## config.mk

```make
export PLATFORM = sky130hd
export DESIGN_NAME = fdsu_scalar_ctrl
export DESIGN_NICKNAME = d
export VERILOG_FILES = /design/src/fdsu_pkg.sv /design/src/fdsu_issue_ctrl.sv /design/src/fdsu_main_fsm.sv /design/src/fdsu_scalar_ctrl.sv /design/src/fdsu_srt_counter.sv
export SDC_FILE = /design/constraint.sdc
export NUM_CORES = 1
export LEC_CHECK = 0
export ABC_AREA = 1
export BUFFER_PORTS_ARGS = -buffer_cell sky130_fd_sc_hd__buf_2
export CORE_UTILIZATION = 52
export CTS_CLUSTER_SIZE = 25
export DETAILED_ROUTE_END_ITERATION = 8
export GPL_TIMING_DRIVEN = 0
export HOLD_SLACK_MARGIN = 0.02
export PLACE_DENSITY_LB_ADDON = 0.08
export SYNTH_ARGS = -nofsm -noshare
export SYNTH_HDL_FRONTEND = slang
export SYNTH_SLANG_ARGS = --single-unit
```

## constraint.sdc

```tcl
create_clock -name fdsu_clk -period 2.1 [get_ports fdsu_clk]
set_input_delay 0.315 -clock fdsu_clk [delete_from_list [all_inputs] [get_ports fdsu_clk]]
set_output_delay 0.315 -clock fdsu_clk [all_outputs]
set_load 0.02 [all_outputs]
```

## src/fdsu_pkg.sv

```systemverilog
`default_nettype none

package fdsu_pkg;

  // ====================================================================
  // controller states
  // ====================================================================
  // id0/wfi2/id1 are the denormal identify cycles, all still in ex1
  typedef enum logic [2:0] {
    IDLE = 3'b000,
    WFI2 = 3'b001,
    ITER = 3'b010,
    RND  = 3'b011,
    PACK = 3'b100,
    WFWB = 3'b101,
    ID0  = 3'b110,
    ID1  = 3'b111
  } fdsu_state_e;

  // ====================================================================
  // operation format
  // ====================================================================
  // one-hot, double in bit 0
  typedef logic [3:0] fdsu_fmt_t;

  localparam int FMT_DOUBLE = 0;
  localparam int FMT_SINGLE = 1;
  localparam int FMT_HALF   = 2;
  localparam int FMT_BHALF  = 3;

  // ====================================================================
  // srt round counter
  // ====================================================================
  typedef logic [4:0] srt_cnt_t;

  // iter runs count + 1 rounds
  localparam srt_cnt_t DEF_CNT_DOUBLE = 5'd28;
  localparam srt_cnt_t DEF_CNT_SINGLE = 5'd13;
  localparam srt_cnt_t DEF_CNT_HALF   = 5'd7;
  localparam srt_cnt_t DEF_CNT_BHALF  = 5'd5;

endpackage

`default_nettype wire

```

## src/fdsu_issue_ctrl.sv

```systemverilog
`default_nettype none

module fdsu_issue_ctrl (
  input  wire logic                  ex1_sel,
  input  wire fdsu_pkg::fdsu_fmt_t   ex1_fmt,
  input  wire logic                  ex1_div,
  input  wire logic                  op0_id_vld,
  input  wire logic                  op1_id_vld,
  input  wire fdsu_pkg::fdsu_state_e cur_state,
  output logic                       dn_op0_id,
  output logic                       dn_op1_id,
  output logic                       ex1_denormal_stall,
  output logic                       ex1_op1_sel,
  output logic                       ex1_save_ff1_op1_id,
  output logic                       ex1_save_op0,
  output logic                       ex1_save_op0_gate,
  output logic                       save_op0_neg_expnt
);

  import fdsu_pkg::*;

  logic st_idle;
  logic st_id0;
  logic st_wfi2;
  logic st_id1;
  logic fmt_vld;
  logic op0_id_raw;
  logic op1_id_raw;
  logic sm_start;

  // ====================================================================
  // state decode
  // ====================================================================
  assign st_idle = (cur_state == IDLE);
  assign st_id0  = (cur_state == ID0);
  assign st_wfi2 = (cur_state == WFI2);
  assign st_id1  = (cur_state == ID1);

  // new operation offered while idle
  assign sm_start = ex1_sel && st_idle;

  // ====================================================================
  // denormal identify needs
  // ====================================================================
  // no format bit set means no valid operand to look at
  assign fmt_vld = |ex1_fmt;

  // raw bits, before the sel/div qualification
  assign op0_id_raw = fmt_vld && op0_id_vld;
  assign op1_id_raw = fmt_vld && op1_id_vld;

  assign dn_op0_id = ex1_sel && op0_id_raw;
  // op1 only exists for divide, sqrt ignores it
  assign dn_op1_id = ex1_sel && ex1_div && op1_id_raw;

  // issuer must hold ex1 while op1 is still pending
  assign ex1_denormal_stall = ex1_sel && (st_wfi2 || (st_id0 && dn_op1_id));

  // ====================================================================
  // datapath select strobes
  // ====================================================================
  // steer op1 into the ff1 path for its identify cycles
  assign ex1_op1_sel = st_wfi2 || st_id1;

  // ff1 result of op1 captured one cycle ahead of id1
  assign ex1_save_ff1_op1_id = st_wfi2;

  // ====================================================================
  // op0 save strobes
  // ====================================================================
  // enable window for the op0 holding regs
  assign ex1_save_op0_gate = st_id0 || sm_start;

  // normalized op0 parked while op1 takes the shared path
  assign ex1_save_op0 = st_id0 && op1_id_raw;

  // exponent adjust of op0 kept for the later op1 pass
  assign save_op0_neg_expnt = st_id0 && dn_op1_id;

endmodule

`default_nettype wire

```

## src/fdsu_main_fsm.sv

```systemverilog
`default_nettype none

module fdsu_main_fsm (
  input  wire logic            fdsu_clk,
  input  wire logic            cpurst_b,
  input  wire logic            flush,
  input  wire logic            ex1_sel,
  input  wire logic            dn_op0_id,
  input  wire logic            dn_op1_id,
  input  wire logic            srt_last_round,
  input  wire logic            wb_grnt,
  output fdsu_pkg::fdsu_state_e cur_state,
  output logic                 iter_start,
  output logic                 ex1_pipedown,
  output logic                 ex2_pipedown,
  output logic                 ex3_pipedown,
  output logic                 ex4_pipedown,
  output logic                 srt_sm_on,
  output logic                 busy,
  output logic                 state_idle,
  output logic                 wb_req
);

  import fdsu_pkg::*;

  fdsu_state_e next_state;
  logic        st_idle;
  logic        st_id0;
  logic        st_wfi2;
  logic        st_id1;
  logic        st_iter;
  logic        st_rnd;
  logic        st_pack;
  logic        st_wfwb;

  // ====================================================================
  // state register
  // ====================================================================
  always_ff @(posedge fdsu_clk or negedge cpurst_b)
  begin
    if (!cpurst_b)
      cur_state <= IDLE;
    else if (flush)
      cur_state <= IDLE;
    else
      cur_state <= next_state;
  end

  // ====================================================================
  // next state
  // ====================================================================
  always_comb
  begin
    next_state = cur_state;
    case (cur_state)
      IDLE:
      begin
        if (ex1_sel)
        begin
          // op0 identify first, op1 after it
          if (dn_op0_id)
            next_state = ID0;
          else if (dn_op1_id)
            next_state = WFI2;
          else
            next_state = ITER;
        end
      end
      ID0:
      begin
        if (dn_op1_id)
          next_state = WFI2;
        else
          next_state = ITER;
      end
      WFI2:
        next_state = ID1;
      ID1:
        next_state = ITER;
      ITER:
      begin
        // last round already implies iter
        if (srt_last_round)
          next_state = RND;
      end
      RND:
        next_state = PACK;
      PACK:
        next_state = WFWB;
      WFWB:
      begin
        // hold the request until the result bus takes it
        if (wb_grnt)
          next_state = IDLE;
      end
      default:
        next_state = IDLE;
    endcase
  end

  // ====================================================================
  // state decode and outputs
  // ====================================================================
  assign st_idle = (cur_state == IDLE);
  assign st_id0  = (cur_state == ID0);
  assign st_wfi2 = (cur_state == WFI2);
  assign st_id1  = (cur_state == ID1);
  assign st_iter = (cur_state == ITER);
  assign st_rnd  = (cur_state == RND);
  assign st_pack = (cur_state == PACK);
  assign st_wfwb = (cur_state == WFWB);

  // leave ex1 once no identify cycle is left
  assign iter_start = (st_idle && ex1_sel && !dn_op0_id && !dn_op1_id)
                    || (st_id0 && !dn_op1_id)
                    || st_id1;

  assign ex1_pipedown = iter_start;
  assign ex2_pipedown = srt_last_round;
  assign ex3_pipedown = st_rnd;
  assign ex4_pipedown = st_pack;

  assign srt_sm_on  = st_iter;
  // the identify states still count as ex1, not busy
  assign busy       = !st_idle && !st_id0 && !st_wfi2 && !st_id1;
  assign state_idle = st_idle;
  assign wb_req     = st_wfwb;

endmodule

`default_nettype wire

```

## src/fdsu_scalar_ctrl.sv

```systemverilog
`default_nettype none

module fdsu_scalar_ctrl #(
  parameter fdsu_pkg::srt_cnt_t CNT_INI_DOUBLE = fdsu_pkg::DEF_CNT_DOUBLE,
  parameter fdsu_pkg::srt_cnt_t CNT_INI_SINGLE = fdsu_pkg::DEF_CNT_SINGLE,
  parameter fdsu_pkg::srt_cnt_t CNT_INI_HALF   = fdsu_pkg::DEF_CNT_HALF,
  parameter fdsu_pkg::srt_cnt_t CNT_INI_BHALF  = fdsu_pkg::DEF_CNT_BHALF
) (
  input  wire logic                fdsu_clk,
  input  wire logic                cpurst_b,
  input  wire logic                flush,
  input  wire logic                ex1_sel,
  input  wire fdsu_pkg::fdsu_fmt_t ex1_fmt,
  input  wire logic                ex1_div,
  input  wire logic                op0_id_vld,
  input  wire logic                op1_id_vld,
  input  wire logic                ex1_srt_skip,
  input  wire logic                ex2_of,
  input  wire logic                ex2_uf_srt_skip,
  input  wire logic                srt_remainder_zero,
  input  wire logic                wb_grnt,
  output logic                     ex1_pipedown,
  output logic                     ex2_pipedown,
  output logic                     ex3_pipedown,
  output logic                     ex4_pipedown,
  output logic                     ex2_srt_first_round,
  output logic                     srt_sm_on,
  output logic                     ex1_op1_sel,
  output logic                     ex1_save_ff1_op1_id,
  output logic                     ex1_save_op0,
  output logic                     ex1_save_op0_gate,
  output logic                     save_op0_neg_expnt,
  output logic                     ex1_denormal_stall,
  output logic                     busy,
  output logic                     state_idle,
  output logic                     wb_req
);

  import fdsu_pkg::*;

  fdsu_state_e cur_state;
  logic        dn_op0_id;
  logic        dn_op1_id;
  logic        iter_start;
  logic        srt_last_round;

  // ====================================================================
  // issue and denormal identify
  // ====================================================================
  fdsu_issue_ctrl x_issue_ctrl (
    .ex1_sel             (ex1_sel),
    .ex1_fmt             (ex1_fmt),
    .ex1_div             (ex1_div),
    .op0_id_vld          (op0_id_vld),
    .op1_id_vld          (op1_id_vld),
    .cur_state           (cur_state),
    .dn_op0_id           (dn_op0_id),
    .dn_op1_id           (dn_op1_id),
    .ex1_denormal_stall  (ex1_denormal_stall),
    .ex1_op1_sel         (ex1_op1_sel),
    .ex1_save_ff1_op1_id (ex1_save_ff1_op1_id),
    .ex1_save_op0        (ex1_save_op0),
    .ex1_save_op0_gate   (ex1_save_op0_gate),
    .save_op0_neg_expnt  (save_op0_neg_expnt)
  );

  // ====================================================================
  // main sequencer
  // ====================================================================
  fdsu_main_fsm x_main_fsm (
    .fdsu_clk       (fdsu_clk),
    .cpurst_b       (cpurst_b),
    .flush          (flush),
    .ex1_sel        (ex1_sel),
    .dn_op0_id      (dn_op0_id),
    .dn_op1_id      (dn_op1_id),
    .srt_last_round (srt_last_round),
    .wb_grnt        (wb_grnt),
    .cur_state      (cur_state),
    .iter_start     (iter_start),
    .ex1_pipedown   (ex1_pipedown),
    .ex2_pipedown   (ex2_pipedown),
    .ex3_pipedown   (ex3_pipedown),
    .ex4_pipedown   (ex4_pipedown),
    .srt_sm_on      (srt_sm_on),
    .busy           (busy),
    .state_idle     (state_idle),
    .wb_req         (wb_req)
  );

  // ====================================================================
  // srt round counter
  // ====================================================================
  fdsu_srt_counter #(
    .CNT_INI_DOUBLE (CNT_INI_DOUBLE),
    .CNT_INI_SINGLE (CNT_INI_SINGLE),
    .CNT_INI_HALF   (CNT_INI_HALF),
    .CNT_INI_BHALF  (CNT_INI_BHALF)
  ) x_srt_counter (
    .fdsu_clk            (fdsu_clk),
    .cpurst_b            (cpurst_b),
    .flush               (flush),
    .cur_state           (cur_state),
    .iter_start          (iter_start),
    .ex1_fmt             (ex1_fmt),
    .ex1_srt_skip        (ex1_srt_skip),
    .ex2_of              (ex2_of),
    .ex2_uf_srt_skip     (ex2_uf_srt_skip),
    .srt_remainder_zero  (srt_remainder_zero),
    .srt_last_round      (srt_last_round),
    .ex2_srt_first_round (ex2_srt_first_round)
  );

endmodule

`default_nettype wire

```

## src/fdsu_srt_counter.sv

```systemverilog
`default_nettype none

module fdsu_srt_counter #(
  parameter fdsu_pkg::srt_cnt_t CNT_INI_DOUBLE = fdsu_pkg::DEF_CNT_DOUBLE,
  parameter fdsu_pkg::srt_cnt_t CNT_INI_SINGLE = fdsu_pkg::DEF_CNT_SINGLE,
  parameter fdsu_pkg::srt_cnt_t CNT_INI_HALF   = fdsu_pkg::DEF_CNT_HALF,
  parameter fdsu_pkg::srt_cnt_t CNT_INI_BHALF  = fdsu_pkg::DEF_CNT_BHALF
) (
  input  wire logic                  fdsu_clk,
  input  wire logic                  cpurst_b,
  input  wire logic                  flush,
  input  wire fdsu_pkg::fdsu_state_e cur_state,
  input  wire logic                  iter_start,
  input  wire fdsu_pkg::fdsu_fmt_t   ex1_fmt,
  input  wire logic                  ex1_srt_skip,
  input  wire logic                  ex2_of,
  input  wire logic                  ex2_uf_srt_skip,
  input  wire logic                  srt_remainder_zero,
  output logic                       srt_last_round,
  output logic                       ex2_srt_first_round
);

  import fdsu_pkg::*;

  srt_cnt_t srt_cnt;
  srt_cnt_t cnt_ini;
  logic     st_iter;
  logic     cnt_zero;
  logic     ex2_special_skip;
  logic     any_skip;

  assign st_iter = (cur_state == ITER);

  // ====================================================================
  // round counter
  // ====================================================================
  // format is one-hot, so the or-tree picks exactly one count
  assign cnt_ini = ({$bits(srt_cnt_t){ex1_fmt[FMT_DOUBLE]}} & CNT_INI_DOUBLE)
                 | ({$bits(srt_cnt_t){ex1_fmt[FMT_SINGLE]}} & CNT_INI_SINGLE)
                 | ({$bits(srt_cnt_t){ex1_fmt[FMT_HALF]}}   & CNT_INI_HALF)
                 | ({$bits(srt_cnt_t){ex1_fmt[FMT_BHALF]}}  & CNT_INI_BHALF);

  always_ff @(posedge fdsu_clk or negedge cpurst_b)
  begin
    if (!cpurst_b)
      srt_cnt <= '0;
    else if (flush)
      srt_cnt <= '0;
    else if (iter_start)
      srt_cnt <= cnt_ini;
    else if (st_iter)
      srt_cnt <= srt_cnt - srt_cnt_t'(1);
  end

  assign cnt_zero = (srt_cnt == '0);

  // ====================================================================
  // special skip and first round
  // ====================================================================
  // issue-time special case, held through iter
  always_ff @(posedge fdsu_clk or negedge cpurst_b)
  begin
    if (!cpurst_b)
      ex2_special_skip <= 1'b0;
    else if (iter_start)
      ex2_special_skip <= ex1_srt_skip;
  end

  // one cycle after ex1 pipedown
  always_ff @(posedge fdsu_clk or negedge cpurst_b)
  begin
    if (!cpurst_b)
      ex2_srt_first_round <= 1'b0;
    else if (flush)
      ex2_srt_first_round <= 1'b0;
    else
      ex2_srt_first_round <= iter_start;
  end

  // ====================================================================
  // last round
  // ====================================================================
  assign any_skip = ex2_special_skip || ex2_of || ex2_uf_srt_skip;

  // early end or count exhausted, only meaningful in iter
  assign srt_last_round = st_iter && (cnt_zero || any_skip || srt_remainder_zero);

endmodule

`default_nettype wire

```

== After elaboration in Yosys (flattened, before gate mapping) ==
Index checks and enable logic that the tools add are counted.

* Add/sub/neg operators: 1
* Equal/unequal tests: 10
* Multiplexer cells: 11
* Bitwise gates (word level): 3
* Reduce and logical (&&, ||, !) cells: 36

{| class="wikitable"
|+ Operators with widths
! kind !! number
|-
| 3-bit one-hot mux with 8 select lines || 1
|-
| 1-bit logical AND || 16
|-
| 3-bit two-way mux || 5
|-
| 5-bit two-way mux || 3
|-
| 3-bit equality test (second input constant) || 4
|-
| 5-bit by 3-bit OR with 5-bit output || 2
|-
| 1-bit logical OR || 9
|-
| 3-bit != test (second input constant) || 3
|-
| 3-bit by 2-bit equality test with 1-bit output (second input constant) || 2
|-
| 1-bit zero test || 6
|-
| 5-bit zero test || 1
|-
| 5-bit by 4-bit OR with 5-bit output || 1
|-
| 5-bit by 1-bit subtractor with 5-bit output (second input constant) || 1
|-
| 4-bit OR reduction || 1
|-
| 3-bit by 1-bit equality test with 1-bit output (second input constant) || 1
|-
| 3-bit zero test || 1
|-
| 3-bit AND reduction || 1
|-
| 3-bit nonzero test || 1
|-
| 2-bit two-way mux || 1
|-
| 1-bit two-way mux || 1
|}

* Register bits after elaboration: 10
* Bits of input ports: 16
* Output and inout bits: 15
* Word-level logic and storage cells: 65

== Logic depth before layout (Yosys ltp) ==
Gate-level depths: netlist of the first run.

* Depth after elaboration: 10
* Mapped depth: 9

== Cells and area by module ==
From an unflattened synthesis of the first run, not the netlist that was laid out.

* Cell total of the unflattened synthesis: 152
* Area total of the unflattened synthesis: 964.7 um^2

{| class="wikitable"
|+ By module, submodules not included
! module !! times used !! cells an instance !! area an instance (um^2)
|-
| fdsu_srt_counter || 1 || 69 || 467.9
|-
| fdsu_main_fsm || 1 || 61 || 395.4
|-
| fdsu_issue_ctrl || 1 || 22 || 101.3
|}

== Least setup slack after synthesis of the first run ==
OpenSTA, ideal clock, no wires.

* Path kind: reg2out
* Start: register x_main_fsm.cur_state[0]
* End: output port busy
* Data arrival time: 1.404 ns
* Required time: 1.785 ns
* Setup slack: 0.381 ns
* Cell stages (with the launch flop): 6
* Path buffers: 0
* Cell sequence: dfrtp_1 > inv_2 > nor2_1 > nand2_1 > o21ai_0 > nor3_1

* Longest elaborated chain between the ends: 5

{| class="wikitable"
|+ Ends and longest elaborated chain
! element !! line !! source
|-
| start, declared || fdsu_main_fsm.sv:12 || <nowiki>output fdsu_pkg::fdsu_state_e cur_state,</nowiki>
|-
| start signal, assigned || fdsu_main_fsm.sv:46 || <nowiki>cur_state <= next_state;</nowiki>
|-
| 3-bit equality test / 3-bit zero test (equally long branches) || fdsu_main_fsm.sv:105, fdsu_main_fsm.sv:104 ||
|-
| 1-bit zero test || fdsu_main_fsm.sv:125 || <nowiki>assign busy = !st_idle && !st_id0 && !st_wfi2 && !st_id1;</nowiki>
|-
| 1-bit logical AND (2 in series) || fdsu_main_fsm.sv:125 ||
|-
| 1-bit logical AND (*) || fdsu_main_fsm.sv:125 ||
|-
| end, declared || fdsu_scalar_ctrl.sv:34 || <nowiki>output logic busy,</nowiki>
|}

Mark *: on every way between the ends. The rest lies on a longest branch, timed or not.

== Worst setup path in the final report of the first run ==
* Start: register x_main_fsm.cur_state[1]
* End: output port ex1_pipedown

* Longest elaborated chain between the ends: 6

{| class="wikitable"
|+ Ends and longest elaborated chain
! element !! line !! source
|-
| 3-bit zero test || fdsu_main_fsm.sv:104 || <nowiki>assign st_idle = (cur_state == IDLE);</nowiki>
|-
| 1-bit logical AND (3 in series) || fdsu_main_fsm.sv:114 || <nowiki>assign iter_start = (st_idle && ex1_sel && !dn_op0_id && !dn_op1_id)</nowiki>
|-
| 1-bit logical OR || fdsu_main_fsm.sv:115 || <nowiki>|| (st_id0 && !dn_op1_id)</nowiki>
|-
| 1-bit logical OR (*) || fdsu_main_fsm.sv:116 || <nowiki>|| st_id1;</nowiki>
|-
| end, declared || fdsu_scalar_ctrl.sv:22 || <nowiki>output logic ex1_pipedown,</nowiki>
|}

Marked as above.

==> impl_results.rst, run 1 <==
.. list-table::
   :header-rows: 1

   * - Metric
     - Value
   * - Sum of internal, switching and leakage power
     - 1.53 mW
   * - Count of cell types in the netlist
     - 22
   * - Routability congestion estimate
     - 0.915
   * - Root cell of the clock tree
     - clkbuf_4
   * - Antenna violation net count after detailed routing
     - 0
   * - Outcome
     - completed
   * - Post-synthesis instance area
     - 863 sq um
   * - Period minus WS final
     - 1870 ps
   * - CP Data Required Time
     - 1780 ps
   * - Count of pins on the block boundary
     - 31
   * - Setup slack after layout
     - 234 ps
   * - Global-route usage over all layers
     - 0.220
   * - DRC viols
     - 0
   * - Placeable Area
     - 1520 sq um
   * - Initial core utilization
     - 0.567
   * - Top area cells in the synthesized netlist
     - dfrtp_1 29%, nand2_1 19%, inv_1 6.5%
   * - Dominant cell by count in the synthesized netlist
     - nand2_1
   * - Cell-by-cell listing of the critical path
     - nand2_1 > nor2_1 > a21oi_4 > nand2_4 > buf_2
   * - Number of placement rows
     - 14
   * - Worst R2R Start
     - x_main_fsm.cur_state[1]
   * - Overall die height
     - 42.7 um
   * - CP Launch Point
     - x_main_fsm.cur_state[1]
   * - HP Class
     - primary input to register
   * - Maximum fanout along the worst path
     - 10
   * - # Post-CTS Setup Buffers
     - 0
   * - Filler cell count
     - 145
   * - Peak ir drop on the vdd network
     - 0.916 mV
   * - Initial antenna violation count
     - 0
   * - Leakage power total
     - 0.661 nW
   * - Top cell types by occurrence after synthesis
     - 43 x nand2_1, 15 x inv_1, 14 x nor2_1
   * - Critical path class
     - register to primary output
   * - Nets
     - 184
   * - Standard cell with the maximum stage delay on the critical path
     - dfrtp_1
   * - Mean post-synth cell area
     - 6.59 sq um
   * - Share of synthesized flip-flops with an asynchronous set or reset
     - 1.00
   * - Share of final-layout standard cells stronger than drive strength 1
     - 0.325
   * - Share of the clock period used by the worst path
     - 0.889
   * - Critical Path End Type
     - primary output
   * - Actual transition at the worst max-transition pin
     - 345 ps
   * - Detailed-routing iteration count for the pre-antenna-repair pass
     - 5
   * - Die Wd
     - 42.7 um
   * - H-Tree Depth
     - 1
   * - Pwr/cell area
     - 1420 nW/um^2
   * - Area enclosed by the die boundary
     - 1830 sq um
   * - Residual overflow from global routing
     - 0
   * - Wire length reported by the detailed router
     - 1820 um
   * - Count of buffers inserted at the top-level ports
     - 30
   * - Share of Yosys cell area claimed by the top area cell type
     - 0.290
   * - Delay of the slowest critical-path stage
     - 440 ps
   * - Most area-hungry cell type in the Yosys netlist
     - dfrtp_1
   * - Net Count, Synth
     - 148
   * - Final count of negative-setup-slack endpoints
     - 0
   * - Number of flops mapped to enable cells by yosys
     - 0
   * - Data arrival time of the worst path
     - 1550 ps
   * - Final Hold Violating Endpoints
     - 0
   * - Number of global-route vias before repair
     - 773
   * - Number of max-capacitance violations reported
     - 0
   * - Number of buffers created by CTS
     - 3
   * - Yosys warning total
     - 0
   * - Setup slack of the most critical reg-to-reg path
     - 630 ps
   * - Antenna Diode Count
     - 0
   * - Synthesis-to-finish area growth
     - 25.1%
   * - Maximum buffer depth of the clock tree
     - 2
   * - Initial detailed-routing violation count
     - 21
   * - Synth Register Bits
     - 10
   * - Worst Setup EP
     - ex1_pipedown
   * - Vias per Instance
     - 4.87
   * - Pin count of the biggest net entering global routing
     - 11
   * - Peak Freq
     - 536 MHz
   * - RSZ-0062 raised after global routing
     - no
   * - Crit Reg-Reg Endpoint
     - x_srt_counter.srt_cnt[2]
   * - Clock tree from TritonCTS
     - built
   * - Share of synthesized area occupied by flip-flops and latches
     - 0.290
   * - Wire length of the first global-routing pass
     - 3040 um
   * - Post-placement worst setup slack
     - 480 ps
   * - Gate count of the mapped netlist
     - 131
   * - Critical path launch point type
     - register
   * - Headroom to the max-slew limit
     - 0.770
   * - Flip-flop cell with the highest count after synthesis
     - dfrtp_1
   * - Average wire per cell in the routed design
     - 10.0 um
   * - Layout Skew
     - 1.10 ps
   * - Cell count of the worst reg-to-reg path
     - 8
   * - Number of sinks on the clock net
     - 10
   * - TNS Setup
     - 0 ps
   * - Clock-pin slew reported for the worst setup and hold paths after clock tree synthesis
     - 60 ps
   * - Source-to-sink clock delay at the later pin of the worst-skew pair
     - 260 ps
   * - Vias after detailed routing
     - 887
   * - Max-slew violation total from the final report
     - 0
   * - Dpl hpwl
     - 1550 um
==> metrics by stage <==
step	hold WS [ps]	cells	cell area, sq um	util
final	287	182	1080	0.709
after global routing	281	182	1080	0.709
after CTS	278	182	1080	0.709
after detailed placement	178	177	1030	0.678
after global placement	175	177	1030	0.678
after floorplan	19.4	131	863	-
==> cells by family after synthesis <==
group / after synthesis / synth area share
compound gates: 9 / 0.0652
xor+xnor: 2 / 0.0203
fa+ha+maj: 1 / 0.0145
buf+inv: 21 / 0.0913
flops: 10 / 0.290
simple gates: 88 / 0.519
==> repair_timing <==
item,CTS,global route
gates resized for setup,0,0
setup endpoints to repair,0,0
hold buffers,1,0
hold endpoints to repair,10,0
==> worst max-delay path: cells and delay by family (launching register included) <==
| kind | cells | cell delay, ps |
|---|---|---|
| buffers and inverters | 1 | 180 |
| DFF | 1 | 440 |
| and+or+nand+nor | 3 | 360 |
| AOI/OAI and AO/OA | 1 | 300 |
==> state kept, by name, indices dropped and copies added (netlist names) <==
name                               count
x_srt_counter.srt_cnt                  5
x_srt_counter.ex2_special_skip         1
x_srt_counter.ex2_srt_first_round      1
x_main_fsm.cur_state                   3
==> area by class of cell <==
| type | count | area, sq um | area share |
|---|---|---|---|
| multi-input cells | 100 | 534 | 0.495 |
| flip-flops and latches | 10 | 250 | 0.232 |
| clock buffers | 4 | 36.3 | 0.0336 |
| inverters | 21 | 78.8 | 0.0730 |
| repair buffers | 31 | 160 | 0.148 |
| well taps | 16 | 20.0 | 0.0185 |
==> layout by cell type (no fill, tap or decap), types with 3 or more instances in the layout <==
master and count:
nor2_2 4, a21oi_1 3, nand3_1 11, nand3_4 3
o21ai_0 3, clkbuf_4 3, inv_1 15, nand2_2 3
buf_2 30, dfrtp_1 10, inv_2 5, nand2_1 43
nor2_1 14
==> per-layer routing <==
layer,GRT usage,share of wire,up-vias
li1,-,-,476
met1,0.302,0.51,386
met2,0.355,0.45,25
met3,0.0298,0.042,0
met4,0.0750,0,0
met5,0,0,-
==> where the power goes <==
group / total (mW) / switching (mW) / leakage [nW] / internal [mW]
Clock: 0.164 / 0.0594 / 0.0210 / 0.105
Sequential: 0.347 / 0.0729 / 0.130 / 0.274
Combinational: 1.02 / 0.657 / 0.510 / 0.363
==> how the worst min path moves through the flow <==
stage                            start                           endpoint  cells after the start  slack (ps)
after detailed placement      cpurst_b  x_srt_counter.ex2_srt_first_round                      1         180
after global routing      ex1_srt_skip     x_srt_counter.ex2_special_skip                      3         280
final                            flush            x_main_fsm.cur_state[2]                      2         290
after floorplan               cpurst_b            x_main_fsm.cur_state[0]                      0          20
after CTS                        flush            x_main_fsm.cur_state[2]                      2         280
after global placement        cpurst_b           x_srt_counter.srt_cnt[3]                      1         180
Power figures use the tool's default switching activity.
==> run 2: changes to the inputs <==
- ABC_AREA: 1 -> 0
- CORE_UTILIZATION: 52 -> 51
==> run 2 against run 1 <==
Wire length increased by 11%. Maximum frequency is 9.0% lower. Clock power rose by 11%. Area after synthesis decreased by 3.5%. Sequential share of layout area rose by 0.16 points. Critical path depth up 1. Cell count shrank 20%. Global-route usage increased by 4.1 points. Largest cell class unchanged. Hold slack got worse by 24 ps. Sequential power fell by 1%. Combinational power shrank 19%.
==> impl_results.rst, run 2 <==
.. list-table::
   :header-rows: 1

   * - Metric
     - Value
   * - Placed Instance Area
     - 998 sq um (-3.4%)
   * - Combinational share of power
     - 0.612 (-0.054)
   * - Mux contribution to synthesized area
     - 0.0135 (+0.0135)
   * - Final count of negative-setup-slack endpoints
     - 0 (unchanged)
   * - Flip-flop cell with the highest count after synthesis
     - dfrtp_1
   * - Max FFs per register
     - 5 (unchanged)
   * - Number of sinks on the clock net
     - 10 (unchanged)
   * - Nets
     - 148 (-20%)
   * - Leading cell type in the layout, fill and taps excluded
     - buf_2
   * - Source-to-sink clock delay at the later pin of the worst-skew pair
     - 280 ps (+20 ps)
   * - Peak ir drop on the vdd network
     - 0.744 mV (-19%)
   * - Share of Yosys cell area claimed by the top area cell type
     - 0.300 (+0.0104)
   * - Top cell types by occurrence after synthesis
     - 10 x dfrtp_1, 10 x nor2_1, 7 x nand2_1
   * - Number of max-capacitance violations reported
     - 0 (unchanged)
   * - Clock-pin slew reported for the worst setup and hold paths after clock tree synthesis
     - 70 ps (about the same)
   * - Share of final-layout standard cells stronger than drive strength 1
     - 0.392 (+0.0670)
   * - Actual transition at the worst max-transition pin
     - 457 ps (+113 ps)
   * - Count of buffers inserted at the top-level ports
     - 29 (-3.3%)
   * - Pin count of the biggest net entering global routing
     - 11 (unchanged)
   * - Period minus WS final
     - 2050 ps (+184 ps)
   * - HP Class
     - primary input to register
   * - Max-slew violation total from the final report
     - 0 (unchanged)
   * - Setup slack of the most critical reg-to-reg path
     - 290 ps (-340 ps)
   * - CP Data Required Time
     - 1780 ps (about the same)
   * - Synth Area in Compound Gates
     - 0.296 (+0.231)
   * - Min-Delay Startpoint
     - ex1_srt_skip
   * - Peak Freq
     - 488 MHz (-9.0%)
   * - Number of placement rows
     - 14 (unchanged)
   * - TNS Setup
     - 0 ps (unchanged)
   * - Endpoint, Worst Hold
     - x_srt_counter.ex2_special_skip
   * - Global-route usage over all layers
     - 0.261 (+0.0406)
   * - Data arrival time of the worst path
     - 1740 ps (+190 ps)
   * - Layout Skew
     - 3.63 ps (+2.53 ps)
   * - Maximum fanout along the worst path
     - 3 (-7)
   * - Wire length of the first global-routing pass
     - 3540 um (+16%)
   * - Share of synthesized flip-flops with an asynchronous set or reset
     - 1.00 (unchanged)
   * - Share of power burned in the clock network
     - 0.135 (+0.028)
   * - Routability congestion estimate
     - 0.845 (-7.6%)
   * - Post-placement worst setup slack
     - 250 ps (-229 ps)
   * - Most flop-heavy register
     - x_srt_counter.srt_cnt
   * - Mean post-synth cell area
     - 8.77 sq um (+33%)
   * - Registers with the most flip-flops
     - x_srt_counter.srt_cnt (5), x_main_fsm.cur_state (3)
   * - Net Count, Synth
     - 112 (-24%)
   * - Synthesis-to-finish area growth
     - 28.7%
   * - Critical path class
     - register to primary output
   * - Psw
     - 0.616 mW (-22%)
   * - Initial core utilization
     - 0.547 (-0.0197)
   * - Net switching fraction of the power
     - 0.456 (-0.0592)
   * - Die Wd
     - 42.4 um (-0.76%)
   * - Worst R2R Start
     - x_srt_counter.srt_cnt[0]
   * - Setup slack after layout
     - 49.7 ps (-184 ps)
   * - Gate count of the mapped netlist
     - 95 (-27%)
   * - Number of buffers created by CTS
     - 3 (unchanged)
   * - Overall die height
     - 42.4 um (-0.76%)
   * - Count of cell types in the netlist
     - 46 (+110%)
   * - Post-synthesis simple-gate area fraction
     - 0.255 (-0.264)
   * - Average wire per cell in the routed design
     - 13.9 um (+39%)
   * - Share of the clock period used by the worst path
     - 0.976 (+0.0877)
   * - Placeable Area
     - 1520 sq um (unchanged)
   * - Int Power
     - 0.734 mW (-1.1%)
   * - Combinational family with the most area after synthesis
     - compound AO/OA/AOI/OAI gates
   * - Yosys warning total
     - 0 (unchanged)
   * - Adder-cell share of the synthesized area
     - 0.0150 (+0.000522)
   * - Number of flops mapped to enable cells by yosys
     - 0 (unchanged)
   * - RSZ-0062 raised after global routing
     - yes
   * - Count of pins on the block boundary
     - 31 (unchanged)
   * - Vias per Instance
     - 5.74 (+18%)
   * - Area enclosed by the die boundary
     - 1800 sq um (-1.5%)
   * - Final Hold Violating Endpoints
     - 0 (unchanged)
   * - Outcome
     - completed
   * - H-Tree Depth
     - 1 (unchanged)
   * - Dpl hpwl
     - 1590 um (+2.7%)
   * - Critical path launch point type
     - register
   * - Post-route cell area
     - 1070 sq um (-0.70%)
   * - Clock tree from TritonCTS
     - built
   * - Wire length reported by the detailed router
     - 2030 um (+11%)
   * - Antenna Diode Count
     - 0 (unchanged)
   * - Share of synthesized area occupied by flip-flops and latches
     - 0.300 (+0.0104)
   * - Synth Register Bits
     - 10 (unchanged)
   * - DRC viols
     - 0 (unchanged)
   * - Root cell of the clock tree
     - clkbuf_4
   * - Headroom to the max-slew limit
     - 0.695 (-0.0746)
   * - Post-synthesis instance area
     - 833 sq um (-3.5%)
   * - Crit Reg-Reg Endpoint
     - x_main_fsm.cur_state[0]
   * - Initial antenna violation count
     - 0 (unchanged)
   * - Maximum buffer depth of the clock tree
     - 2 (unchanged)
   * - Number of global-route vias before repair
     - 814 (+5.3%)
   * - Vias after detailed routing
     - 838 (-5.5%)
   * - Leading cell types in the layout, fill and taps excluded
     - 28 x buf_2, 10 x nor2_1, 10 x dfrtp_1, 7 x nand2_1
   * - Critical Path End Type
     - primary output
   * - Initial detailed-routing violation count
     - 12 (-43%)
   * - Top area cells in the synthesized netlist
     - dfrtp_1 30%, nor2_1 4.5%, a211oi_1 3.6%
   * - Antenna violation net count after detailed routing
     - 0 (unchanged)
   * - Cell count of the worst reg-to-reg path
     - 6 (-2)
   * - Pwr/cell area
     - 1260 nW/um^2 (-11%)
   * - Detailed-routing iteration count for the pre-antenna-repair pass
     - 4 (-1)
   * - Most area-hungry cell type in the Yosys netlist
     - dfrtp_1
   * - Synth Area in XOR/XNOR
     - 0.0526 (+0.0323)
   * - Leakage power total
     - 0.505 nW (-24%)
   * - Sequential Power Share
     - 0.254 (+0.028)
   * - Residual overflow from global routing
     - 0 (unchanged)
   * - Cell depth of the worst hold path
     - 2 (unchanged)
==> run 2: changes by cell type after synthesis, sizes merged, moves of 4 or more <==
| cell | delta |
|---|---|
| a211oi | +5 |
| clkbuf | +4 |
| inv | -14 |
| nand2 | -40 |
| nand3 | -13 |
| nor2 | -10 |
==> run 2: cell families (layout without fill, tap and decap cells) <==
group | count (synthesis) | count (layout)
adders and majority gates | 1 | 1
and+or+nand+nor | 36 | 36
muxes | 1 | 1
DFF | 10 | 10
AOI/OAI and AO/OA | 30 | 30
buffers and inverters | 12 | 47
xor gates and xnor gates | 5 | 5
==> run 2: timing repair <==
item | 4_1_cts | 5_1_grt
resized for setup | 2 | 4
hold endpoints to repair | 10 | 0
buffers inserted | 0 | 1
endpoints found under the setup margin | 1 | 2
gates cloned | 0 | 0
hold buffers | 1 | 0
==> run 2: how the worst max path moves through the flow <==
stage | start | to | depth (start not counted)
final | x_srt_counter.srt_cnt[0] | ex2_pipedown | 6
after global routing | x_srt_counter.srt_cnt[1] | ex2_pipedown | 6
after CTS | x_main_fsm.cur_state[2] | ex1_pipedown | 6
after detailed placement | ex1_fmt[1] | ex1_pipedown | 6
after global placement | ex1_fmt[1] | ex1_pipedown | 6
after floorplan | x_main_fsm.cur_state[1] | ex1_save_op0 | 4
==> run 2: metal layers <==
metal  share of wire  GRT usage  vias up  wire (um)
li1                -          -      424          -
met1            0.46      0.339      394        924
met2            0.49      0.425       17       1000
met3           0.041     0.0776        3         83
met4          0.0094     0.0625        0         19
met5               0          0        -          0
==> run 2: final cells by class <==
cell class | count | area [sq um]
sequential | 10 | 250
multi-input combinational | 73 | 544
timing repair buffer | 31 | 165
buffer | 6 | 33.8
clock buffer | 4 | 36.3
fill | 141 | 452
inverter | 6 | 22.5
tap | 16 | 20.0
==> run 2: stage by stage <==
stage,power (mW),util,instances,hold WS (ps)
3_5_place_dp,1.11,0.655,140,186
6_report,1.35,0.704,146,262
4_1_cts,1.32,0.689,145,259
3_3_place_gp,1.10,0.655,140,182
5_1_grt,1.45,0.704,146,261
2_1_floorplan,0.915,-,95,19.4
==> run 2: power by group through the flow <==
| stage | Sequential (mW) | Combinational [mW] | Clock, mW |
|---|---|---|---|
| detailed placement | 0.340 | 0.772 | 0 |
| CTS | 0.338 | 0.799 | 0.185 |
| floorplan | 0.331 | 0.584 | 0 |
| global route | 0.351 | 0.906 | 0.195 |
| global placement | 0.335 | 0.762 | 0 |
| finish | 0.342 | 0.826 | 0.182 |
==> run 2: critical path, stage by stage (launching register included) <==
cell,delay (ps)
dfrtp_1,420
inv_2,70
ha_2,170
or3b_4,390
o21a_1,180
nor2_1,80
buf_4,140
==> run 3: changes to the inputs <==
- SETUP_SLACK_MARGIN: not set -> 0.4
- SKIP_CTS_REPAIR_TIMING: not set -> 1
==> run 3 against run 2 <==
First-iteration DRC count increased to 3.3 times the previous value. Global-route usage shrank 0.92 points. Hold slack better by 22 ps. Critical endpoint unchanged. Power is 24% higher.
==> impl_results.rst, run 3 (synthesized netlist as in run 2, its figures left out) <==
.. list-table::
   :header-rows: 1

   * - Metric
     - Value
   * - Layout Skew
     - 12.3 ps (+8.71 ps)
   * - Post-route cell area
     - 1340 sq um (+25%)
   * - Leading cell types in the layout, fill and taps excluded
     - 23 x buf_2, 14 x buf_4, 10 x buf_6, 9 x dfrtp_1, 8 x nor2_1
   * - Net switching fraction of the power
     - 0.449 (-0.00669)
   * - Share of final-layout standard cells stronger than drive strength 1
     - 0.587 (+0.195)
   * - Pwr/cell area
     - 1250 nW/um^2 (-0.75%)
   * - Count of buffers inserted at the top-level ports
     - 29 (unchanged)
   * - Vias after detailed routing
     - 1008 (+20%)
   * - Number of max-capacitance violations reported
     - 0 (unchanged)
   * - Number of buffers created by CTS
     - 3 (unchanged)
   * - Int Power
     - 0.920 mW (+25%)
   * - Vias per Instance
     - 6.34 (+10%)
   * - Global-route usage over all layers
     - 0.252 (-0.00919)
   * - Peak Freq
     - 489 MHz (+0.32%)
   * - Smallest hold slack
     - 284 ps (+21.7 ps)
   * - Max-slew violation total from the final report
     - 0 (unchanged)
   * - Leading cell type in the layout, fill and taps excluded
     - buf_2
   * - Detailed-routing iteration count for the pre-antenna-repair pass
     - 4 (unchanged)
   * - Area enclosed by the die boundary
     - 1800 sq um (unchanged)
   * - CP Data Required Time
     - 1780 ps (about the same)
   * - Leakage power total
     - 0.620 nW (+23%)
   * - Pin count of the biggest net entering global routing
     - 11 (unchanged)
   * - Final Hold Violating Endpoints
     - 0 (unchanged)
   * - RSZ-0062 raised after global routing
     - yes
   * - Share of the clock period used by the worst path
     - 0.973 (-0.00307)
   * - Maximum buffer depth of the clock tree
     - 2 (unchanged)
   * - Headroom to the max-slew limit
     - 0.600 (-0.0947)
   * - Count of pins on the block boundary
     - 31 (unchanged)
   * - Maximum fanout along the worst path
     - 3 (unchanged)
   * - Critical path class
     - register to primary output
   * - Actual transition at the worst max-transition pin
     - 599 ps (+142 ps)
   * - Sequential cell area
     - 251 sq um (+0.50%)
   * - Source-to-sink clock delay at the later pin of the worst-skew pair
     - 280 ps (about the same)
   * - Number of sinks on the clock net
     - 10 (unchanged)
   * - Outcome
     - completed
   * - Number of placement rows
     - 14 (unchanged)
   * - Share of power burned in the clock network
     - 0.081 (-0.054)
   * - Placed Instance Area
     - 1010 sq um (+1.6%)
   * - Peak ir drop on the vdd network
     - 0.807 mV (+8.5%)
   * - Sum of internal, switching and leakage power
     - 1.67 mW (+24%)
   * - Placeable Area
     - 1520 sq um (unchanged)
   * - Antenna violation net count after detailed routing
     - 0 (unchanged)
   * - Critical Path End Type
     - primary output
   * - Antenna Diode Count
     - 0 (unchanged)
   * - Psw
     - 0.751 mW (+22%)
   * - Residual overflow from global routing
     - 0 (unchanged)
   * - Combinational share of power
     - 0.718 (+0.106)
   * - Routability congestion estimate
     - 0.862 (+1.9%)
   * - Number of global-route vias before repair
     - 781 (-4.1%)
   * - Sequential Power Share
     - 0.201 (-0.053)
   * - Registers with the most flip-flops
     - x_srt_counter.srt_cnt (5), x_main_fsm.cur_state (3)
   * - H-Tree Depth
     - 1 (unchanged)
   * - Clock-pin slew reported for the worst setup and hold paths after clock tree synthesis
     - 70 ps (about the same)
   * - Filler cell count
     - 78 (-45%)
   * - Initial detailed-routing violation count
     - 39 (+27)
   * - Period minus WS final
     - 2040 ps (-6.44 ps)
   * - Average wire per cell in the routed design
     - 18.3 um (+32%)
   * - Nets
     - 162 (+9.5%)
   * - Root cell of the clock tree
     - clkbuf_4
   * - Die Wd
     - 42.4 um (unchanged)
   * - Critical path launch point type
     - register
   * - Initial antenna violation count
     - 0 (unchanged)
   * - Total area of multi-input combinational cells
     - 647 sq um (+19%)
   * - Dpl hpwl
     - 1610 um (+1.4%)
   * - Final count of negative-setup-slack endpoints
     - 0 (unchanged)
   * - Data arrival time of the worst path
     - 1730 ps (about the same)
   * - HP Class
     - primary input to register
   * - Max FFs per register
     - 5 (unchanged)
   * - Min-Delay Startpoint
     - ex1_srt_skip
   * - Most flop-heavy register
     - x_srt_counter.srt_cnt
   * - Wire length reported by the detailed router
     - 2910 um (+43%)
   * - Initial core utilization
     - 0.547 (unchanged)
   * - DRC viols
     - 0 (unchanged)
   * - TNS Setup
     - 0 ps (unchanged)
   * - Overall die height
     - 42.4 um (unchanged)
   * - Wire length of the first global-routing pass
     - 3470 um (-1.9%)
   * - Synthesis-to-finish area growth
     - 60.5%
   * - Clock tree from TritonCTS
     - built
   * - Worst R2R Start
     - x_main_fsm.cur_state[1]
   * - CP Launch Point
     - x_srt_counter.srt_cnt[0]
   * - Fraction of the core area covered by cells at the end of the flow
     - 0.878 (+0.174)
==> run 3: power by group through the flow <==
| stage | registers [mW] | logic [mW] | clock network, mW |
|---|---|---|---|
| finish | 0.336 | 1.20 | 0.135 |
| global route | 0.343 | 1.27 | 0.142 |
| CTS | 0.335 | 0.796 | 0.129 |
| detailed placement | 0.339 | 0.786 | 0 |
| global placement | 0.335 | 0.777 | 0 |
| floorplan | 0.331 | 0.600 | 0 |
==> run 3: layout make-up <==
| cell class | instances | area share |
|---|---|---|
| buffer | 6 | 0.0402 |
| clock buffer | 3 | 0.0168 |
| inverter | 6 | 0.0206 |
| multi-input combinational | 73 | 0.484 |
| sequential | 10 | 0.188 |
| tap | 16 | 0.0150 |
| timing repair buffer | 45 | 0.236 |
==> run 3: per-stage QoR <==
step | worst slack, ps | instances
detailed placement | 214 | 140
global route | -24.2 | 159
global placement | 258 | 140
floorplan | 401 | 95
CTS | -9.85 | 143
finish | 56.2 | 159
==> run 3: per-layer routing <==
metal	GRT usage	wire length, um	vias to the layer above
met5	0	0	-
met4	0.0375	40	0
met3	0.0517	151	6
met2	0.431	1500	42
met1	0.332	1220	502
li1	-	-	458
==> run 3: path summary, 6_finish.rpt <==
check / end / slack [ps] / cells past startpoint
worst max-delay path: ex2_pipedown / 60 / 6
worst min-delay path: x_srt_counter.ex2_special_skip / 280 / 2
worst max register to register: x_srt_counter.ex2_special_skip / 300 / 7
worst min register to register: x_srt_counter.ex2_special_skip / 530 / 1
max in group asynchronous: x_main_fsm.cur_state[0] / 1470 / 2
min in group asynchronous: x_srt_counter.srt_cnt[0] / 420 / 2
==> run 3: critical path: stages (launching register included) <==
cell	delay, ps
dfrtp_1	410
inv_2	90
ha_4	120
or3b_4	390
o21a_1	200
nor2_2	110
buf_6	120
